### src/laa_bus_pkg.sv
package laa_bus_pkg;

    ////////////////////////////////////////////////////////////
    // Register file traffic
    ////////////////////////////////////////////////////////////

    // One write into the LAA register file
    typedef struct packed {
        logic        en;    // Write strobe
        logic [4:0]  addr;  // LAA register index
        logic [31:0] data;
    } laa_wr_t;

    // Engine operand addresses, read back in the same cycle
    typedef struct packed {
        logic [4:0] addr_a;  // First vector element
        logic [4:0] addr_b;  // Second vector element
    } laa_pair_t;

    ////////////////////////////////////////////////////////////
    // Core side
    ////////////////////////////////////////////////////////////

    // Register write back into the core, one cycle pulse
    typedef struct packed {
        logic        reg_write;  // Core regfile write enable
        logic [4:0]  rd;         // Core destination register
        logic [31:0] data;       // LAA register contents
    } laa_resp_t;

endpackage

### src/laa_isa_pkg.sv
package laa_isa_pkg;

    ////////////////////////////////////////////////////////////
    // Opcode space and function codes
    ////////////////////////////////////////////////////////////

    localparam logic [6:0] LAA_MAJOR = 7'b0001011;  // custom-0 major opcode

    // Function field, bits 11 to 7
    typedef enum logic [4:0] {
        FUNC_READ  = 5'b00001,  // LAA reg to core reg
        FUNC_WRITE = 5'b00010,  // Core reg to LAA reg
        FUNC_EXEC  = 5'b00011   // Start dot product run
    } laa_func_e;

    // Operation after decode, NONE covers anything illegal
    typedef enum logic [1:0] {
        OP_NONE,
        OP_READ,
        OP_WRITE,
        OP_EXEC
    } laa_op_e;

    ////////////////////////////////////////////////////////////
    // Instruction formats
    ////////////////////////////////////////////////////////////

    typedef struct packed {
        logic [4:0] core_reg;   // Source core register
        logic [4:0] laa_reg;    // Destination LAA register
        logic [9:0] unused;
        laa_func_e  func;
        logic [6:0] major;
    } laa_wr_fmt_t;

    // Same layout with the register fields swapped
    typedef struct packed {
        logic [4:0] laa_reg;    // Source LAA register
        logic [4:0] core_reg;   // Destination core register
        logic [9:0] unused;
        laa_func_e  func;
        logic [6:0] major;
    } laa_rd_fmt_t;

    // One word, two views
    typedef union packed {
        laa_wr_fmt_t wr;
        laa_rd_fmt_t rd;
        logic [31:0] raw;
    } laa_ins_u;

    localparam logic [4:0] LAA_RESULT_REG = 5'd31;  // Dot product lands here

endpackage
### src/laa_top.sv
`timescale 1ns/1ps

module laa_top #(
    parameter int VEC_LEN = 4  // Dot product length, 1 to 15
) (
    input  logic                   bus,       // Clock
    input  logic                   reset,
    input  laa_isa_pkg::laa_ins_u  ins,       // custom-0 instruction word
    input  logic [31:0]            rs1_data,  // Core rs1 contents
    output logic [4:0]             rs1_addr,  // Core rs1 select
    output laa_bus_pkg::laa_resp_t resp,      // Core register write back
    output logic                   busy       // Core stalls on this
);
    import laa_bus_pkg::*;

    laa_wr_t     core_wr;  // Decoder to regfile
    laa_wr_t     eng_wr;   // Engine to regfile
    laa_pair_t   pair;
    logic        rd_req;
    logic [4:0]  rd_laa;
    logic [4:0]  rd_core;
    logic        start;
    logic [31:0] data_a;
    logic [31:0] data_b;

    ////////////////////////////////////////////////////////////
    // Instruction decode
    ////////////////////////////////////////////////////////////

    laa_decoder laa_decoder_inst (
        .bus      (bus),
        .reset    (reset),
        .ins      (ins),
        .rs1_data (rs1_data),
        .busy     (busy),
        .rs1_addr (rs1_addr),
        .core_wr  (core_wr),
        .rd_req   (rd_req),
        .rd_laa   (rd_laa),
        .rd_core  (rd_core),
        .start    (start)
    );

    ////////////////////////////////////////////////////////////
    // Accelerator datapath
    ////////////////////////////////////////////////////////////

    laa_regfile laa_regfile_inst (
        .bus     (bus),
        .reset   (reset),
        .core_wr (core_wr),
        .eng_wr  (eng_wr),
        .rd_req  (rd_req),
        .rd_laa  (rd_laa),
        .rd_core (rd_core),
        .pair    (pair),
        .data_a  (data_a),
        .data_b  (data_b),
        .resp    (resp)
    );

    laa_mac_engine #(
        .VEC_LEN (VEC_LEN)
    ) laa_mac_engine_inst (
        .bus    (bus),
        .reset  (reset),
        .start  (start),
        .data_a (data_a),
        .data_b (data_b),
        .pair   (pair),
        .eng_wr (eng_wr),
        .busy   (busy)
    );

endmodule

### src/laa_mac_engine.sv
`timescale 1ns/1ps

module laa_mac_engine #(
    parameter int VEC_LEN = 4  // Vector length, 1 to 15
) (
    input  logic                   bus,     // Clock
    input  logic                   reset,
    input  logic                   start,   // One cycle kick from decoder
    input  logic [31:0]            data_a,  // regs[pair.addr_a]
    input  logic [31:0]            data_b,  // regs[pair.addr_b]
    output laa_bus_pkg::laa_pair_t pair,
    output laa_bus_pkg::laa_wr_t   eng_wr,  // Result write
    output logic                   busy
);
    import laa_isa_pkg::*;

    localparam logic [3:0] LAST_IDX = 4'(VEC_LEN - 1);  // Final step index
    localparam logic [4:0] B_BASE   = 5'(VEC_LEN);      // Second vector start

    logic        active;  // Run in progress after the kick cycle
    logic [3:0]  cnt;     // Next step index
    logic [3:0]  idx;     // Step index this cycle
    logic        step;    // A pair is consumed this cycle
    logic        last;
    logic [31:0] prod;    // Low product word
    logic [31:0] acc;     // Running sum
    logic [31:0] sum;

    ////////////////////////////////////////////////////////////
    // Step control
    ////////////////////////////////////////////////////////////

    assign step = start | active;
    assign idx  = start ? 4'd0 : cnt;  // Kick cycle handles pair 0
    assign last = (idx == LAST_IDX);
    assign busy = step;                // High for VEC_LEN cycles

    always_ff @(posedge bus) begin
        if (reset) begin
            active <= 1'b0;
            cnt    <= '0;
        end else if (step) begin
            if (last) begin
                active <= 1'b0;  // Done, result goes out this cycle
                cnt    <= '0;
            end else begin
                active <= 1'b1;
                cnt    <= idx + 4'd1;
            end
        end
    end

    ////////////////////////////////////////////////////////////
    // Datapath
    ////////////////////////////////////////////////////////////

    assign pair.addr_a = {1'b0, idx};           // Registers 0 .. VEC_LEN-1
    assign pair.addr_b = B_BASE + {1'b0, idx};  // Registers VEC_LEN .. 2*VEC_LEN-1

    assign prod = data_a * data_b;           // Unsigned, low 32 bits kept
    assign sum  = (start ? 32'd0 : acc) + prod;  // New run drops the old sum

    always_ff @(posedge bus) begin
        if (step) begin
            acc <= sum;
        end
    end

    // Result lands in r31 at the end of the last step
    assign eng_wr.en   = step & last;
    assign eng_wr.addr = LAA_RESULT_REG;
    assign eng_wr.data = sum;

endmodule

### src/laa_regfile.sv
`timescale 1ns/1ps

module laa_regfile (
    input  logic                   bus,      // Clock
    input  logic                   reset,
    input  laa_bus_pkg::laa_wr_t   core_wr,  // From decoder
    input  laa_bus_pkg::laa_wr_t   eng_wr,   // From MAC engine
    input  logic                   rd_req,
    input  logic [4:0]             rd_laa,   // LAA register to read
    input  logic [4:0]             rd_core,  // Core register to write back
    input  laa_bus_pkg::laa_pair_t pair,     // Engine operand addresses
    output logic [31:0]            data_a,
    output logic [31:0]            data_b,
    output laa_bus_pkg::laa_resp_t resp      // Core write back
);

    logic [31:0] regs [32];  // Accelerator registers

    ////////////////////////////////////////////////////////////
    // Write ports
    ////////////////////////////////////////////////////////////

    // Core and engine never collide, decoder idles while busy
    always_ff @(posedge bus) begin
        if (reset) begin
            for (int i = 0; i < 32; i++) begin
                regs[i] <= '0;
            end
        end else begin
            if (core_wr.en) begin
                regs[core_wr.addr] <= core_wr.data;
            end
            if (eng_wr.en) begin
                regs[eng_wr.addr] <= eng_wr.data;  // Result register only
            end
        end
    end

    ////////////////////////////////////////////////////////////
    // Read ports
    ////////////////////////////////////////////////////////////

    // Core read, one cycle, old contents at the edge
    always_ff @(posedge bus) begin
        if (reset) begin
            resp <= '0;
        end else begin
            resp.reg_write <= rd_req;  // Pulse follows the request
            resp.rd        <= rd_core;
            resp.data      <= regs[rd_laa];
        end
    end

    // Engine operands, same cycle
    assign data_a = regs[pair.addr_a];
    assign data_b = regs[pair.addr_b];

endmodule

### src/laa_decoder.sv
`timescale 1ns/1ps

module laa_decoder (
    input  logic                  bus,       // Clock
    input  logic                  reset,
    input  laa_isa_pkg::laa_ins_u ins,       // Instruction word from core
    input  logic [31:0]           rs1_data,  // Core rs1 contents
    input  logic                  busy,      // Engine running
    output logic [4:0]            rs1_addr,  // Core rs1 select for WRITE
    output laa_bus_pkg::laa_wr_t  core_wr,   // Core side regfile write
    output logic                  rd_req,    // Core side regfile read
    output logic [4:0]            rd_laa,
    output logic [4:0]            rd_core,
    output logic                  start      // One cycle engine kick
);
    import laa_isa_pkg::*;

    laa_op_e op;       // Decoded and accepted operation
    logic    legal;    // Major opcode hit
    logic    exec_go;  // EXEC accepted this cycle

    ////////////////////////////////////////////////////////////
    // Opcode decode
    ////////////////////////////////////////////////////////////

    assign legal = (ins.raw[6:0] == LAA_MAJOR);  // Anything else is a no-op

    always_comb begin
        op = OP_NONE;
        // Nothing is taken while the engine runs
        if (legal && !busy) begin
            case (ins.wr.func)  // Func field sits at the same bits in both formats
                FUNC_READ:  op = OP_READ;
                FUNC_WRITE: op = OP_WRITE;
                FUNC_EXEC:  op = OP_EXEC;
                default:    op = OP_NONE;  // Unknown code dropped
            endcase
        end
    end

    ////////////////////////////////////////////////////////////
    // Register file requests
    ////////////////////////////////////////////////////////////

    always_comb begin
        rs1_addr = '0;
        core_wr  = '0;
        rd_req   = 1'b0;
        rd_laa   = '0;
        rd_core  = '0;

        case (op)
            OP_WRITE: begin
                rs1_addr     = ins.wr.core_reg;  // Core returns rs1_data same cycle
                core_wr.en   = 1'b1;
                core_wr.addr = ins.wr.laa_reg;
                core_wr.data = rs1_data;
            end
            OP_READ: begin
                rd_req  = 1'b1;
                rd_laa  = ins.rd.laa_reg;   // Read view of the word
                rd_core = ins.rd.core_reg;
            end
            default: begin
                // EXEC and NONE leave the regfile alone
                rd_req = 1'b0;
            end
        endcase
    end

    ////////////////////////////////////////////////////////////
    // Engine start
    ////////////////////////////////////////////////////////////

    assign exec_go = (op == OP_EXEC);

    // Registered kick, engine sees it the cycle after EXEC
    always_ff @(posedge bus) begin
        if (reset) begin
            start <= 1'b0;
        end else begin
            start <= exec_go;  // Busy is up next cycle, so one pulse only
        end
    end

endmodule

### config.mk
export PLATFORM = sky130hd
export DESIGN_NAME = laa_top
export DESIGN_NICKNAME = d
export VERILOG_FILES = /design/src/laa_bus_pkg.sv /design/src/laa_isa_pkg.sv /design/src/laa_top.sv /design/src/laa_mac_engine.sv /design/src/laa_regfile.sv /design/src/laa_decoder.sv
export SDC_FILE = /design/constraint.sdc
export NUM_CORES = 2
export LEC_CHECK = 0
export ABC_AREA = 0
export BUFFER_PORTS_ARGS = -buffer_cell sky130_fd_sc_hd__buf_4
export CAP_MARGIN = 20
export CORE_MARGIN = 3
export CORE_UTILIZATION = 45
export DETAILED_ROUTE_END_ITERATION = 10
export PLACE_DENSITY = 0.59
export RECOVER_POWER = 25
export SKIP_LAST_GASP = 1
export SLEW_MARGIN = 20
export SYNTH_ARGS = -nofsm -noshare
export SYNTH_HDL_FRONTEND = slang
export SYNTH_SLANG_ARGS = --single-unit
### constraint.sdc
create_clock -name bus -period 12.76 [get_ports bus]
set_input_delay 2.552 -clock bus [delete_from_list [all_inputs] [get_ports bus]]
set_output_delay 2.552 -clock bus [all_outputs]
set_load 0.02 [all_outputs]
==> flow_metrics.py <==
metrics = {
    "detailed_routing": {
        "route.detailed.drc": 0,
        "wl_per_cell_um": 34.2,
        "firstDrtPassIters": 6,
        "drtIter0Drc": 8346,
        "wirelength_um": 318000,
        "via_per_inst": 6.54,
        "vias": 60856,
        "ant_nets": 0,
    },
    "synth": {
        "synth_most_common_cell": "nor2_1",
        "yosysTopAreaCell": "edfxtp_1",
        "synth.avg_cell_area_um2": 11.0,
        "synth_seq_cells": 1100,
        "synthTopCellsByCount": "nor2_1, edfxtp_1, inv_1",
        "synthCells": 7035,
        "synth_top_area_share": 0.409,
        "netlist_area_um2": 77600,
        "syn_nets": 7666,
        "ys_types": 94,
        "yosysSeqAreaShare": 0.420,
        "synth_edf_count": 1056,
        "async_flop_share": 0,
        "ys.flop_type": "edfxtp_1",
        "ys_warn_count": 0,
        "synthTopCellsByArea": "edfxtp_1, fa_1, mux4_2",
    },
    "outcome": {
        "violations": "capacitance limit, slew limit",
        "status": "complete, but fails checks",
    },
    "power_and_ir_drop": {
        "vdd_ir_drop_max_mv": 0.197,
        "p_leak_nw": 31.4,
        "pwr_density_cell_nw_per_um2": 136,
        "finalPower_mw": 11.4,
    },
    "die": {
        "initial_core_util": 0.455,
        "ioPinCount": 110,
        "floorplan.die.height_um": 421,
        "die-area_um2": 177000,
        "die_x_um": 421,
        "coreArea_um2": 170000,
        "num_rows": 151,
    },
    "worst_hold_path": {
        "hold_class": "reg2reg",
    },
    "placed_design": {
        "finalWeightedCongestion": 0.910,
        "place_area_um2": 80400,
        "place_ws_ns": 1.06,
        "dpl.hpwl_um": 197000,
        "portBuffers": 99,
    },
    "clock_tree": {
        "cts_resized": 0,
        "cts_hold_buffers": 0,
        "cts_tree": "done",
        "clkLatencyLatePin_ns": 0.76,
        "path_clk_slew_ns": 0.06,
        "cts_root_buffer": "clkbuf_16",
        "numClockSinks": 1100,
        "post-cts-setup-buffer-count": 0,
        "numCtsBuffers": 117,
        "clk_path_buf_depth": 3,
        "htreeDepth": 3,
    },
    "finish": {
        "area_growth_pct": 8.62,
        "nets": 7520,
        "final_area_um2": 84300,
        "n_fill_cell": 15434,
        "multiInputGateArea_um2": 40300,
        "drive_above_1_share": 0.171,
        "regArea_um2": 32600,
    },
    "sta": {
        "tightest_slew_ns": 4.40,
        "fin_ws_ns": 0.753,
        "final-hold-violation-count": 0,
        "timing.setup.tns_ns": 0,
        "slew-limit-headroom": -1.93,
        "finClkSkew_ns": 0.0340,
        "rsz0062_at_grt": "false",
        "post-route-period-util": 0.941,
        "slew_violations": 581,
        "holdWs_ns": 0.628,
        "fmax_mhz": 83.3,
        "finalSetupViolations": 0,
        "period_needed_ns": 12.01,
    },
    "global_routing": {
        "grt_start_max_net_pins": 158,
        "grt-ovfl-total": 0,
        "grt_antenna_before_repair": 17,
        "grt_pass1_vias": 59844,
        "grt.total_usage": 0.351,
        "grt_pass1_wl_um": 444000,
    },
    "setup_path": {
        "cp_common_cell": "fa_1",
        "cp_slowest_cell": "ha_2",
        "slowest_delay_ns": 0.85,
        "critPathLaunchType": "flop",
        "worstPathRequired_ns": 13.24,
        "crit_path_max_fanout": 28,
        "path_class": "reg2reg",
        "crit_arrival_ns": 12.49,
        "endpoint_kind": "flop",
        "crit_buf_inv": 8,
        "critical-path-top-delay-family": "adder cells",
    },
    "flow_run": {
        "cap_violations": 21,
    },
}
## sequential cells by signal (all words and copies together) (netlist names)
signal	flops
laa_regfile_inst.regs	1024
laa_regfile_inst.resp	38
laa_mac_engine_inst.acc	32
laa_mac_engine_inst.cnt	4
laa_decoder_inst.start	1
laa_mac_engine_inst.active	1
## through the flow
step / instances / utilization
floorplan: 7035 / -
global placement: 9065 / 0.472
detailed placement: 9065 / 0.472
CTS: 9289 / 0.496
global route: 9292 / 0.494
finish: 9306 / 0.495
## cells by family (layout without fill, tap and decap cells)
group / after synthesis / in the layout / synth area share
AND/OR/NAND/NOR: 2405 / 2405 / 0.139
buffers and inverters: 1140 / 1099 / 0.0656
flip-flops: 1100 / 1100 / 0.420
AO/OA/AOI/OAI: 1007 / 1007 / 0.0870
multiplexers: 738 / 738 / 0.145
adder cells (fa/ha/maj): 565 / 565 / 0.133
XOR/XNOR: 80 / 80 / 0.0108
other: 0 / 17 / 0
## layout by cell type (no fill, tap or decap), types with 174 or more instances in the layout
cell	n
a211oi_1	178
a21oi_1	263
and2_1	285
buf_4	245
edfxtp_1	1056
fa_1	438
inv_1	548
mux2_2	286
mux4_2	276
nand2_1	501
nor2_1	1164
o22ai_1	174
## path summary, 6_finish.rpt
kind | startpoint | to | slack [ns] | depth (start not counted)
hold reg to reg | laa_mac_engine_inst.active$_SDFFE_PP0P_ | laa_mac_engine_inst.cnt[0]$_SDFFE_PP0P_ | 0.63 | 3
setup / recovery | laa_mac_engine_inst.cnt[2]$_SDFFE_PP0P_ | laa_regfile_inst.regs[31][29]$_DFFE_PP_ | 0.75 | 33
hold / removal | laa_mac_engine_inst.active$_SDFFE_PP0P_ | laa_mac_engine_inst.cnt[0]$_SDFFE_PP0P_ | 0.63 | 3
setup reg to reg | laa_mac_engine_inst.cnt[2]$_SDFFE_PP0P_ | laa_regfile_inst.regs[31][29]$_DFFE_PP_ | 0.75 | 33
## tightest hold or removal path, delay by kind of cell (launching register included)
kind,cells,cell delay [ns]
and+or+nand+nor,2,0.19
DFF,1,0.36
AOI/OAI and AO/OA,1,0.05
## cell type report
type	count	area share
clock buffers	150	0.0396
repair buffers	315	0.0270
diodes	17	0.000505
inverters	560	0.0251
well taps	2295	0.0341
flip-flops and latches	1100	0.387
clock inverters	74	0.00903
multi-input cells	4795	0.478
## routing by layer
| metal | GRT usage | part of all wire |
|---|---|---|
| met3 | 0.109 | 0.14 |
| met4 | 0.236 | 0.082 |
| met2 | 0.534 | 0.44 |
| met5 | 0 | 0.000041 |
| met1 | 0.430 | 0.34 |
## power breakdown
| group | switching, mW | internal (mW) | total, mW |
|---|---|---|---|
| Sequential | 0.0678 | 4.20 | 4.27 |
| Clock | 1.55 | 2.13 | 3.68 |
| Combinational | 2.09 | 1.41 | 3.50 |
Note: power is estimated with default switching activity, not from simulation.
